$ cat config.mk
export PLATFORM = sky130hd
export DESIGN_NAME = voiceChannel_flat
export DESIGN_NICKNAME = d
export VERILOG_FILES = /design/src/audioPkg.sv /design/src/audioBus.sv /design/src/voiceChannel.sv /design/src/flat_wrapper.sv
export VERILOG_INCLUDE_DIRS = /design/src
export SDC_FILE = /design/constraint.sdc
export NUM_CORES = 1
export LEC_CHECK = 0
export ABC_AREA = 1
export BUFFER_PORTS_ARGS = -buffer_cell sky130_fd_sc_hd__buf_2
export CAP_MARGIN = 10
export CORE_UTILIZATION = 51
export DETAILED_ROUTE_END_ITERATION = 10
export MAX_ROUTING_LAYER = met4
export PLACE_DENSITY = 0.86
export SYNTH_ARGS = -nofsm -noshare
export SYNTH_HDL_FRONTEND = slang
export SYNTH_SLANG_ARGS = --single-unit
$ cat constraint.sdc
create_clock -name aclk -period 3.3 [get_ports aclk]
set_input_delay 0.33 -clock aclk [delete_from_list [all_inputs] [get_ports aclk]]
set_output_delay 0.33 -clock aclk [all_outputs]
set_load 0.01 [all_outputs]
$ cat src/audioMix_consts.svh
/* Sizing and reset constants for the audio engine.
   Changing AUDIO_NUM_CHANNELS also changes the channel mask width. */
`ifndef AUDIO_MIX_CONSTS_SVH
`define AUDIO_MIX_CONSTS_SVH

// Voices and bus widths
`define AUDIO_NUM_CHANNELS 8
`define AUDIO_ADDR_WIDTH   32
`define AUDIO_POS_WIDTH    16

// aclk cycles per half bit-clock period, one frame is 64 * this
`define AUDIO_BCLK_DIV     4

// Unity gain, also the reset value of every volume
`define AUDIO_VOL_UNITY    128

`endif
$ cat src/audioPkg.sv
/* Shared types of the audio engine. The register select is AWADDR[5:2]. */
`default_nettype none

package audioPkg;

    typedef enum logic [3:0] {
        selStart     = 4'd0,
        selCount     = 4'd1,
        selLoopStart = 4'd2,
        selLoopEnd   = 4'd3,
        selPosition  = 4'd4,
        selVolume    = 4'd5,
        selControl   = 4'd6,
        selGlobalVol = 4'd7,
        selChanMask  = 4'd8
    } regSel_e;

    typedef logic signed [15:0] sample_t;

    // Bits of the control register
    localparam int ctrlPlaying = 0;
    localparam int ctrlLooping = 1;
    localparam int ctrlMono    = 2;
    localparam int ctrlRight   = 3;

endpackage

`default_nettype wire

$ cat src/audioBus.sv
/* Internal buses of the audio engine. voiceBus is instantiated once per
   channel, cfgBus once and shared by all voices. */
`timescale 1ns/10ps
`default_nettype none
`include "audioMix_consts.svh"

interface cfgBus;
    logic                             wrEn;
    audioPkg::regSel_e                regSel;
    logic [31:0]                      wrData;
    logic [`AUDIO_NUM_CHANNELS-1:0]   chanMask;

    modport source (output wrEn, output regSel, output wrData, output chanMask);
    modport sink   (input wrEn, input regSel, input wrData, input chanMask);
endinterface

interface voiceBus;
    logic                             load;
    audioPkg::sample_t                sample;
    logic [`AUDIO_ADDR_WIDTH-1:0]     addr;
    logic                             playing;
    logic                             mono;
    logic                             right;
    logic [7:0]                       volume;
    audioPkg::sample_t                outSample;

    modport voice (
        input  load, sample,
        output addr, playing, mono, right, volume, outSample
    );
    // Fetcher side, load is a single-cycle strobe
    modport fetch (output load, sample, input addr, playing);
    modport mix   (input outSample, mono, right, volume, playing);
endinterface

`default_nettype wire

$ cat src/voiceChannel.sv
/* One playback voice. The load that brings a non-looping voice to its count
   stops it and silences it. Loop end is expected to be within count. */
`timescale 1ns/10ps
`default_nettype none
`include "audioMix_consts.svh"

module voiceChannel #(
    parameter int chanIndex = 0
) (
    input  wire     aclk,
    input  wire     aresetn,
    cfgBus.sink     cfg,
    voiceBus.voice  vb
);
    localparam int addrW = `AUDIO_ADDR_WIDTH;
    localparam int posW  = `AUDIO_POS_WIDTH;

    logic [addrW-1:0] startAddr;
    logic [posW-1:0]  count;
    logic [posW-1:0]  loopStart;
    logic [posW-1:0]  loopEnd;
    logic [posW-1:0]  position;
    logic [posW-1:0]  nextPos;
    logic [7:0]       volume;
    logic [3:0]       ctrl;
    logic             selected;
    logic             wrap;

    assign selected = cfg.wrEn && cfg.chanMask[chanIndex];
    assign nextPos  = position + 1'b1;
    assign wrap     = ctrl[audioPkg::ctrlLooping] && (nextPos == loopEnd || nextPos >= count);

    // Halfword samples, two bytes per position
    assign vb.addr    = startAddr + addrW'({position, 1'b0});
    assign vb.playing = ctrl[audioPkg::ctrlPlaying];
    assign vb.mono    = ctrl[audioPkg::ctrlMono];
    assign vb.right   = ctrl[audioPkg::ctrlRight];
    assign vb.volume  = volume;

    always_ff @(posedge aclk) begin
        if (!aresetn) begin
            ctrl         <= '0;
            position     <= '0;
            volume       <= 8'(`AUDIO_VOL_UNITY);
            vb.outSample <= '0;
        end else begin
            if (vb.load) begin
                vb.outSample <= vb.sample;
                if (wrap) begin
                    position <= loopStart;
                end else if (nextPos >= count) begin
                    ctrl[audioPkg::ctrlPlaying] <= 1'b0;
                    position                    <= '0;
                    vb.outSample                <= '0;
                end else begin
                    position <= nextPos;
                end
            end
            // CPU write wins over a load in the same cycle
            if (selected) begin
                case (cfg.regSel)
                    audioPkg::selPosition: position <= cfg.wrData[posW-1:0];
                    audioPkg::selVolume:   volume   <= cfg.wrData[7:0];
                    audioPkg::selControl:  ctrl     <= cfg.wrData[3:0];
                    default:               ctrl     <= ctrl;
                endcase
            end
        end
    end

    always_ff @(posedge aclk) begin
        if (selected) begin
            case (cfg.regSel)
                audioPkg::selStart:     startAddr <= cfg.wrData[addrW-1:0];
                audioPkg::selCount:     count     <= cfg.wrData[posW-1:0];
                audioPkg::selLoopStart: loopStart <= cfg.wrData[posW-1:0];
                audioPkg::selLoopEnd:   loopEnd   <= cfg.wrData[posW-1:0];
                default:                startAddr <= startAddr;
            endcase
        end
    end

    assert property (@(posedge aclk) disable iff (!aresetn) vb.playing |-> position < count);

endmodule

`default_nettype wire

$ cat src/flat_wrapper.sv
// flat-port wrapper written by rule: the top's interface ports become plain ports
module voiceChannel_flat 
#(
    parameter int chanIndex = 0
)
  (aclk, aresetn, cfg_wrEn, cfg_regSel, cfg_wrData, cfg_chanMask, vb_load, vb_sample, vb_addr, vb_playing, vb_mono, vb_right, vb_volume, vb_outSample);
  cfgBus cfg_i ();
  voiceBus vb_i ();
  input  wire aclk;
  input  wire aresetn;
  input wire logic [$bits(cfg_i.wrEn)-1:0] cfg_wrEn;
  input wire logic [$bits(cfg_i.regSel)-1:0] cfg_regSel;
  input wire logic [$bits(cfg_i.wrData)-1:0] cfg_wrData;
  input wire logic [$bits(cfg_i.chanMask)-1:0] cfg_chanMask;
  input wire logic [$bits(vb_i.load)-1:0] vb_load;
  input wire logic [$bits(vb_i.sample)-1:0] vb_sample;
  output wire logic [$bits(vb_i.addr)-1:0] vb_addr;
  output wire logic [$bits(vb_i.playing)-1:0] vb_playing;
  output wire logic [$bits(vb_i.mono)-1:0] vb_mono;
  output wire logic [$bits(vb_i.right)-1:0] vb_right;
  output wire logic [$bits(vb_i.volume)-1:0] vb_volume;
  output wire logic [$bits(vb_i.outSample)-1:0] vb_outSample;
  assign cfg_i.wrEn = cfg_wrEn;
  assign cfg_i.regSel = cfg_regSel;
  assign cfg_i.wrData = cfg_wrData;
  assign cfg_i.chanMask = cfg_chanMask;
  assign vb_i.load = vb_load;
  assign vb_i.sample = vb_sample;
  assign vb_addr = vb_i.addr;
  assign vb_playing = vb_i.playing;
  assign vb_mono = vb_i.mono;
  assign vb_right = vb_i.right;
  assign vb_volume = vb_i.volume;
  assign vb_outSample = vb_i.outSample;
  voiceChannel #(.chanIndex(chanIndex)) u_core (.aclk(aclk), .aresetn(aresetn), .cfg(cfg_i), .vb(vb_i));
endmodule
== After elaboration in Yosys (flattened, before gate mapping) ==
Index checks and enable logic that the tools add are counted.

* $add $sub $neg: 2
* Order comparisons: 1
* Eq/ne operators: 8
* Mux-type cells: 12
* Bitwise operators: 1
* Reductions and logical operators: 11

{| class="wikitable"
|+ Operators with widths
! operator !! number
|-
| 16-bit 2-to-1 mux || 7
|-
| 32-bit by 17-bit adder with 32-bit output || 1
|-
| 16-bit by 1-bit adder with 16-bit output, second input constant || 1
|-
| 16-bit equality test || 1
|-
| 16-bit >= comparator || 1
|-
| 4-bit by 3-bit equality test with 1-bit output, second input constant || 3
|-
| 2-bit AND reduction || 5
|-
| 4-bit by 2-bit equality test with 1-bit output, second input constant || 2
|-
| 4-bit one-hot mux with 2 select lines || 1
|-
| 4-bit by 1-bit equality test with 1-bit output, second input constant || 1
|-
| 4-bit zero test || 1
|-
| 1-bit 2-to-1 mux || 4
|-
| 3-bit != test, second input constant || 1
|-
| 3-bit AND reduction || 1
|-
| 1-bit logical AND || 2
|-
| 2-bit OR reduction || 1
|-
| 1-bit logical OR || 1
|-
| 1-bit inverter || 1
|}

* Register bits after elaboration: 124
* Input bits: 64
* Output and inout port bits: 59
* Word-level logic and storage cells: 44

== Logic depth before layout (Yosys ltp) ==
Gate-level depths: netlist (run 1).

* Depth after elaboration: 8
* Depth in mapped cells: 21
* Depth with buffers taken out: 20

== Least setup slack after synthesis (run 1) ==
Ideal clock, no wire load.

* Path type: input -> register
* From: input cfg_wrEn
* To: register u_core.startAddr[0] (enable)
* Setup time: 461 ps
* Arrival: 2735 ps
* Data required time: 2839 ps
* Setup slack: 104 ps
* Cell stages on the path: 4
* Buffers on the path: 0
* Path through: nand2_1 > inv_1 > nand2_1 > nor3_1

* Longest elaborated chain between the ends: 2

{| class="wikitable"
|+ Ends and longest elaborated chain
! element !! line !! source
|-
| start, declared || flat_wrapper.sv:11 || <nowiki>input wire logic [$bits(cfg_i.wrEn)-1:0] cfg_wrEn;</nowiki>
|-
| 1-bit logical AND || voiceChannel.sv:29 || <nowiki>assign selected = cfg.wrEn && cfg.chanMask[chanIndex];</nowiki>
|-
| 2-bit AND reduction (no line) || -- ||
|-
| end signal, assigned || voiceChannel.sv:74 || <nowiki>audioPkg::selStart: startAddr <= cfg.wrData[addrW-1:0];</nowiki>
|-
| end signal, assigned || voiceChannel.sv:78 || <nowiki>default: startAddr <= startAddr;</nowiki>
|-
| end, declared || voiceChannel.sv:18 || <nowiki>logic [addrW-1:0] startAddr;</nowiki>
|}

No other way between the ends.
A chain may end at the register's enable or synchronous reset.

== Worst setup path in the final report (run 1) ==
* From: register u_core.position[3]
* To: output vb_addr[19]

* Longest elaborated chain between the ends: 1

{| class="wikitable"
|+ Ends and longest elaborated chain
! element !! line !! source
|-
| start, declared || voiceChannel.sv:22 || <nowiki>logic [posW-1:0] position;</nowiki>
|-
| start signal, assigned || voiceChannel.sv:50 || <nowiki>position <= loopStart;</nowiki>
|-
| start signal, assigned || voiceChannel.sv:56 || <nowiki>position <= nextPos;</nowiki>
|-
| start signal, assigned || voiceChannel.sv:62 || <nowiki>audioPkg::selPosition: position <= cfg.wrData[posW-1:0];</nowiki>
|-
| 32-bit by 17-bit adder with 32-bit output || voiceChannel.sv:34 || <nowiki>assign vb.addr = startAddr + addrW'({position, 1'b0});</nowiki>
|-
| end, declared || flat_wrapper.sv:17 || <nowiki>output wire logic [$bits(vb_i.addr)-1:0] vb_addr;</nowiki>
|}

No other way between the ends.

==> impl_metrics.sql, run 1 <==
INSERT INTO impl_metrics (metric_group, metric, value, unit) VALUES
('synthesis', 'synth.mux.area_fraction', '0', '%'),
('pwr', 'leakage', '3.975', 'nW'),
('layout', 'layout_common_cells', 'nand2_1 (155), buf_2 (115), inv_1 (114), edfxtp_1 (80), nand3_1 (72)', ''),
('setup_path', 'setup.worst_path.start_class', 'register', ''),
('global_routing', 'gr-usage-all-layers', '25.88', '%'),
('floorplanning', 'core.rowCount', '42', ''),
('pwr', 'powerDensity', '447.6', 'mW/mm^2'),
('cts', 'cts.hold.buffers_added', '0', ''),
('global_routing', 'grt_remaining_overflow', '0', ''),
('cts', 'worst_skew_late_latency', '420', 'ps'),
('setup_path', 'cp.buffers_inverters', '5', ''),
('layout', 'n_fill_cell', '1080', ''),
('cts', 'clock_tree.root_cell', 'clkbuf_16', ''),
('synthesis', 'gate_count_after_technology_mapping', '823', ''),
('route', 'drt-wirelength-per-cell', '15.14', 'um'),
('worst_hold_path', 'timing.hold.worst_path_depth', '1', ''),
('setup_path', 'critPathLaunch', 'u_core.position[3]', ''),
('floorplanning', 'die-width', '120.2', 'um'),
('setup_path', 'critPathMaxStageDelay', '370', 'ps'),
('synthesis', 'number_of_enable_type_register_cells_in_the_synthesized_netlist', '80', ''),
('synthesis', 'synth_warnings', '0', ''),
('layout', 'final_design_area_no_fill', '0.008656', 'sq mm'),
('setup_path', 'cp.required', '2970', 'ps'),
('timing', 'fin_ws', '118.2', 'ps'),
('floorplanning', 'top_level_ports', '123', ''),
('layout', 'nets', '1061', ''),
('cts', 'clock_tree.htree_level_count', '4', ''),
('synthesis', 'synth_cell_types', '41', ''),
('setup_path', 'worst_ep_arrival_time', '2850', 'ps'),
('setup_path', 'critPathKind', 'register to primary output', ''),
('pwr', 'switching_share', '23.68', '%'),
('synthesis', 'syn_avg_cell_area', '8.661', 'sq um'),
('worst_hold_path', 'holdCritPathClass', 'input pin to register', ''),
('timing', 'finalCritPeriodShare', '96.42', '%'),
('global_routing', 'grt_start_max_net_pins', '48', ''),
('synthesis', 'synth_flop_cell', 'edfxtp_1', ''),
('pwr', 'vdd_drop_max', '0.5391', 'mV'),
('run_status', 'run_status', 'finished clean', ''),
('floorplanning', 'fp.dieArea', '0.01445', 'sq mm'),
('timing', 'post-route-min-period', '3182', 'ps'),
('timing', 'clock-skew-final', '12.22', 'ps'),
('layout', 'regArea', '0.003289', 'sq mm'),
('route', 'drc_errors', '0', ''),
('synthesis', 'synth_compound_gate_area_share', '10.46', '%'),
('synthesis', 'synth_top_family_by_area', 'simple AND/OR/NAND/NOR gates', ''),
('layout', 'multiInputGateArea', '0.003328', 'sq mm'),
('synthesis', 'synth-seq-area-share', '46.06', '%'),
('cts', 'clock_sink_count', '124', ''),
('placed_design', 'dp.final_hpwl', '12320', 'um'),
('cts', 'clock_tree.buffer_depth', '2', ''),
('timing', 'worst_pin_slew', '637.2', 'ps'),
('setup_path', 'cpLargestDelayFamily', 'compound AO/OA/AOI/OAI gates', ''),
('timing', 'max_clock_freq', '314.3', 'MHz'),
('placed_design', 'place_area', '0.007936', 'sq mm'),
('route', 'routed_wl', '17450', 'um'),
('synthesis', 'synth_simple_gate_area_share', '25.24', '%'),
('synthesis', 'synth.net_count', '921', ''),
('route', 'viasPerCell', '5.451', ''),
('synthesis', 'synth_xor_xnor_area_share', '3.809', '%'),
('cts', 'cts_buffers', '17', ''),
('synthesis', 'synth_seq_cells', '124', ''),
('synthesis', 'postSynth.asyncResetShare', '0', '%'),
('global_routing', 'number_of_antenna_violations_at_the_first_check_in_global_routing', '0', ''),
('timing', 'hold_viol_final', '0', ''),
('setup_path', 'worst_r2r_path_depth', '17', ''),
('route', 'vias_after_detailed_routing', '6280', ''),
('pwr', 'reg_power_share', '43.9', '%'),
('layout', 'synthToLayoutAreaGrowth', '21.43', '%'),
('timing', 'worst_slew_margin_rel', '57.19', '%'),
('floorplanning', 'dieHeight', '120.2', 'um'),
('pwr', 'net-switching-power', '0.9173', 'mW');
state kept, by name, indices dropped and copies added (netlist names):
| register | count |
|---|---|
| u_core.count | 16 |
| u_core.ctrl | 4 |
| u_core.loopEnd | 16 |
| u_core.loopStart | 16 |
| u_core.position | 16 |
| u_core.startAddr | 32 |
| u_core.vb.outSample | 16 |
| u_core.vb.volume | 8 |
how the worst max path moves through the flow:
stage / to / depth (start not counted)
floorplan: u_core.startAddr[0] / 4
global placement: u_core.vb.outSample[10] / 14
detailed placement: u_core.vb.outSample[6] / 15
CTS: vb_addr[27] / 17
global route: u_core.position[1] / 17
finish: vb_addr[19] / 15
layer usage:
| layer | wire length, um | up-vias | global-route usage (%) |
|---|---|---|---|
| li1 | - | 3036 | - |
| met1 | 7380 | 2893 | 31.81 |
| met2 | 8251 | 298 | 41.49 |
| met3 | 1339 | 53 | 5.283 |
| met4 | 475 | 0 | 11.19 |
| met5 | 0 | - | - |
synthesized netlist by cell type (4+ instances only):
library cell,count,share of area (%)
nand3_2,16,2.2
nand3b_1,5,0.53
nor2_2,5,0.44
clkbuf_8,5,0.97
a21o_1,4,0.42
o21ai_0,60,4.2
edfxtp_1,80,34
nand4_1,11,0.97
ha_1,33,5.8
dfxtp_1,44,12
nor2_1,47,2.5
a21oi_2,11,1.4
a21oi_1,50,3.5
nand2_1,157,8.3
xor2_1,19,2.3
nor3_1,11,0.77
inv_1,114,6.0
xnor2_1,12,1.5
clkbuf_1,9,0.47
nand2_2,25,2.2
nand3_1,73,5.1
final cells by class:
| cell class | count | area share (%) |
|---|---|---|
| Clock buffer | 18 | 5.204 |
| Timing Repair Buffer | 141 | 8.991 |
| Clock inverter | 14 | 1.778 |
| Multi-Input combinational cell | 563 | 38.45 |
| Sequential cell | 124 | 38.00 |
| Tap cell | 176 | 2.544 |
| Inverter | 116 | 5.030 |
power by group through the flow:
stage	clock network (mW)	logic, mW	registers, mW
final	1.90	0.275	1.70
after global routing	1.99	0.306	1.70
after CTS	1.93	0.270	1.70
after detailed placement	0	0.266	1.73
after global placement	0	0.256	1.73
after floorplan	0	0.146	1.74
cell families (layout without fill, tap and decap cells):
| kind of cell | Yosys count | in the layout |
|---|---|---|
| fa+ha+maj | 34 | 34 |
| buf+inv | 136 | 289 |
| simple gates | 363 | 363 |
| flops | 124 | 124 |
| compound gates | 135 | 135 |
| xor+xnor | 31 | 31 |
repair_timing:
item / CTS / global route
setup endpoints to repair: 23 / 42
setup buffers: 0 / 5
pin swaps: 1 / 7
resized for setup: 9 / 16
through the flow:
stage,hold WS [ps],std cells,total power [mW],util [%],setup TNS (ps)
after floorplan,428.9,823,1.882,-,0
after global placement,448.6,1115,1.986,58.99,-21.03
after detailed placement,451.9,1115,1.998,58.99,-2075
after CTS,62.21,1147,3.898,63.62,0
after global routing,66.95,1152,3.994,64.34,-1110
final,84.82,1152,3.874,64.34,0
Note: power is estimated with default switching activity, not from simulation.
==> run 2, diff against run 1 <==
--- a/config.mk
+++ b/config.mk
@@ -6,13 +6,13 @@
 export SDC_FILE = /design/constraint.sdc
 export NUM_CORES = 1
 export LEC_CHECK = 0
-export ABC_AREA = 1
 export BUFFER_PORTS_ARGS = -buffer_cell sky130_fd_sc_hd__buf_2
-export CAP_MARGIN = 10
-export CORE_UTILIZATION = 51
+export CAP_MARGIN = 20
+export CORE_ASPECT_RATIO = 2
+export CORE_UTILIZATION = 50
 export DETAILED_ROUTE_END_ITERATION = 10
 export MAX_ROUTING_LAYER = met4
-export PLACE_DENSITY = 0.86
+export PLACE_DENSITY = 0.85
 export SYNTH_ARGS = -nofsm -noshare
 export SYNTH_HDL_FRONTEND = slang
 export SYNTH_SLANG_ARGS = --single-unit
==> impl_metrics.sql, run 2 <==
INSERT INTO impl_metrics (metric_group, metric, value, unit) VALUES
('global_routing', 'grt_remaining_overflow', '0', ''),
('setup_path', 'crit-reg2reg-capture', 'u_core.position[4]', ''),
('synthesis', 'post_synthesis_cell_area', '0.006419', 'sq mm'),
('setup_path', 'cp.required', '3610', 'ps'),
('pwr', 'leakage', '3.771', 'nW'),
('synthesis', 'synth-seq-area-share', '51.15', '%'),
('route', 'detailedRoute.firstIterationViolations', '350', ''),
('route', 'vias_after_detailed_routing', '5460', ''),
('cts', 'clock_sink_count', '124', ''),
('global_routing', 'grt_start_max_net_pins', '32', ''),
('route', 'routed_wl', '18610', 'um'),
('run_status', 'failing_checks', 'negative setup slack', ''),
('layout', 'diodes', '0', ''),
('timing', 'worst_slew_margin_rel', '37.56', '%'),
('flow_run', 'max_cap_viol_count', '0', ''),
('floorplanning', 'fp.dieArea', '0.01332', 'sq mm'),
('layout', 'layout_common_cells', 'buf_2 (115), edfxtp_1 (80), buf_4 (79), nand2_1 (58), xnor2_1 (38)', ''),
('layout', 'nets', '869', ''),
('layout', 'final_design_area_no_fill', '0.008741', 'sq mm'),
('setup_path', 'worst_r2r_path_depth', '14', ''),
('cts', 'clock_tree.root_cell', 'clkbuf_16', ''),
('pwr', 'vdd_drop_max', '0.4467', 'mV'),
('cts', 'worst_skew_late_latency', '420', 'ps'),
('floorplanning', 'top_level_ports', '123', ''),
('global_routing', 'number_of_antenna_violations_at_the_first_check_in_global_routing', '0', ''),
('floorplanning', 'dieHeight', '162.2', 'um'),
('synthesis', 'synth_seq_cells', '124', ''),
('setup_path', 'flop2flop_setup_slack', '-20', 'ps'),
('synthesis', 'syn_avg_cell_area', '11.16', 'sq um'),
('synthesis', 'postSynth.asyncResetShare', '0', '%'),
('placed_design', 'numPortBuffers', '115', ''),
('floorplanning', 'core.rowCount', '58', ''),
('placed_design', 'numPlacedInstances', '881', ''),
('cts', 'clock_tree.htree_level_count', '4', ''),
('global_routing', 'gr-usage-all-layers', '29.93', '%'),
('synthesis', 'number_of_enable_type_register_cells_in_the_synthesized_netlist', '80', ''),
('placed_design', 'pre_cts_slack', '-202.7', 'ps'),
('route', 'viasPerCell', '5.846', ''),
('layout', 'final_layout_size_suffix_gt1_share', '38.39', '%'),
('cts', 'clock_tree.buffer_depth', '2', ''),
('setup_path', 'worst_ep_arrival_time', '3620', 'ps'),
('setup_path', 'maximum_fanout_encountered_on_the_critical_timing_path', '5', ''),
('setup_path', 'setup.worst_path.start_class', 'register', ''),
('timing', 'final_max_slew_viol_count', '0', ''),
('floorplanning', 'initial_core_util', '51.13', '%'),
('synthesis', 'synth_warnings', '0', ''),
('cts', 'clkTransAtPathRegs', '60', 'ps'),
('route', 'drt-wirelength-per-cell', '19.93', 'um'),
('pwr', 'p_total', '4.116', 'mW'),
('placed_design', 'routabilityCongestion', '0.9323', ''),
('route', 'detailedRoute.firstPassIterationCount', '6', ''),
('synthesis', 'synth_top_area_share', '37.43', '%'),
('placed_design', 'dp.final_hpwl', '13020', 'um'),
('synthesis', 'synth_flop_cell', 'edfxtp_1', ''),
('setup_path', 'critical_path.endpoint_type', 'register', ''),
('cts', 'cts.hold.buffers_added', '0', ''),
('setup_path', 'crit_path_end', 'u_core.position[4]', ''),
('route', 'drc_errors', '0', ''),
('setup_path', 'critPathLaunch', 'u_core.position[1]', ''),
('layout', 'final_common_cell', 'buf_2', ''),
('cts', 'cts_tree', 'done', ''),
('worst_hold_path', 'holdCritPathClass', 'input pin to register', ''),
('timing', 'finalCritPeriodShare', '100.5', '%'),
('floorplanning', 'core', '0.01255', 'sq mm'),
('run_status', 'run_status', 'finished with violations', ''),
('timing', 'fin_ws', '-15.08', 'ps'),
('setup_path', 'launch_instance_of_the_worst_register_to_register_path', 'u_core.position[1]', ''),
('placed_design', 'place_area', '0.007639', 'sq mm'),
('synthesis', 'gate_count_after_technology_mapping', '575', ''),
('pwr', 'powerDensity', '470.9', 'mW/mm^2'),
('setup_path', 'critPathKind', 'register to register', ''),
('layout', 'registers.top_by_ff_count', 'u_core.startAddr', ''),
('global_routing', 'grt_pass1_wl', '28310', 'um'),
('layout', 'final_cell_count_no_fill', '934', ''),
('timing', 'finalSetupViolations', '1', ''),
('timing', 'hold_viol_final', '0', ''),
('layout', 'synthToLayoutAreaGrowth', '36.18', '%'),
('cts', 'cts_buffers', '17', ''),
('timing', 'clock-skew-final', '10.46', 'ps'),
('timing', 'worst_pin_slew', '936.6', 'ps'),
('route', 'ant_nets', '0', ''),
('floorplanning', 'die-width', '82.12', 'um'),
('synthesis', 'netlist_top_cells_count', 'edfxtp_1 (80), nand2_1 (59), dfxtp_1 (44)', ''),
('synthesis', 'synth_cell_types', '60', ''),
('synthesis', 'yosysMostFrequentCell', 'edfxtp_1', ''),
('synthesis', 'synth.top_cells.by_area', 'edfxtp_1 (37%), dfxtp_1 (14%), ha_1 (6.4%), xnor2_1 (5.5%), nand2_1 (3.5%)', ''),
('timing', 'max_clock_freq', '301.7', 'MHz'),
('timing', 'holdWs', '93.23', 'ps'),
('timing', 'post-route-min-period', '3315', 'ps'),
('synthesis', 'netlist.top_cell.by_area', 'edfxtp_1', ''),
('layout', 'largest_register_ff_count', '32', ''),
('synthesis', 'synth.net_count', '673', ''),
('timing', 'rsz0062_at_grt', 'true', ''),
('global_routing', 'first_global_vias', '5785', '');
==> run 2: repair_timing <==
| item | CTS | global route |
|---|---|---|
| pin swaps | 16 | 23 |
| resized for setup | 32 | 28 |
| setup buffers | 12 | 8 |
| endpoints found under the setup margin | 34 | 50 |
| cloned | 0 | 1 |
==> run 2: worst max-delay path, stage by stage (launching register included) <==
cell      delay, ps
dfxtp_4         380
ha_4            160
nand3_4         160
nor4_4          310
buf_4           170
xor2_2          180
ha_1            250
and4_1          220
and3_1          220
o211ai_1         90
buf_4           180
nand2_4          80
a22o_4          250
a221o_1         340
a32o_1          200
==> run 2: per-layer routing <==
layer	vias to the layer above	track usage (%)	part of all wire, %	wire (um)
li1	2498	-	-	-
met1	2635	27.96	33	6151
met2	245	52.97	57	10560
met3	82	5.562	4.7	882
met4	0	19.86	5.4	1013
met5	-	-	0	0
==> run 2: worst min path at each step <==
stage,start,end,cells past startpoint
final,cfg_wrData[29],u_core.startAddr[29],1
after global routing,cfg_wrData[24],u_core.startAddr[24],1
after CTS,cfg_wrData[21],u_core.startAddr[21],1
after detailed placement,u_core.vb.outSample[13],u_core.vb.outSample[13],2
after global placement,u_core.vb.outSample[11],u_core.vb.outSample[11],2
after floorplan,cfg_wrData[0],u_core.count[0],0
==> run 2: kinds of logic after synthesis <==
logic type / Yosys count / share of synthesized area (%)
simple gates: 186 / 15.20
flops: 124 / 51.15
compound gates: 107 / 12.53
xor+xnor: 60 / 9.259
buf+inv: 52 / 3.236
fa+ha+maj: 34 / 6.745
mux: 12 / 1.871
==> run 2: report_power, final <==
group	internal [mW]	leakage, nW	switching [mW]
Sequential	1.69	1.09	0.0295
Combinational	0.227	2.38	0.267
Clock	1.10	0.303	0.811
==> run 2: stage by stage <==
| step | utilization [%] | setup TNS (ps) |
|---|---|---|
| finish | 69.62 | -15.08 |
| global route | 69.62 | -3801 |
| CTS | 67.76 | 0 |
| detailed placement | 60.84 | -1225 |
| global placement | 60.84 | -223.4 |
| floorplan | - | 0 |
==> run 2: layout make-up <==
type                       instances  area [sq um]
tap                              150         187.7
clock buffer                      17         425.4
clock inverter                    15         190.2
inverter                          31         116.4
timing repair buffer             198          1245
fill                             865          3814
multi-input combinational        399          3273
sequential                       124          3303
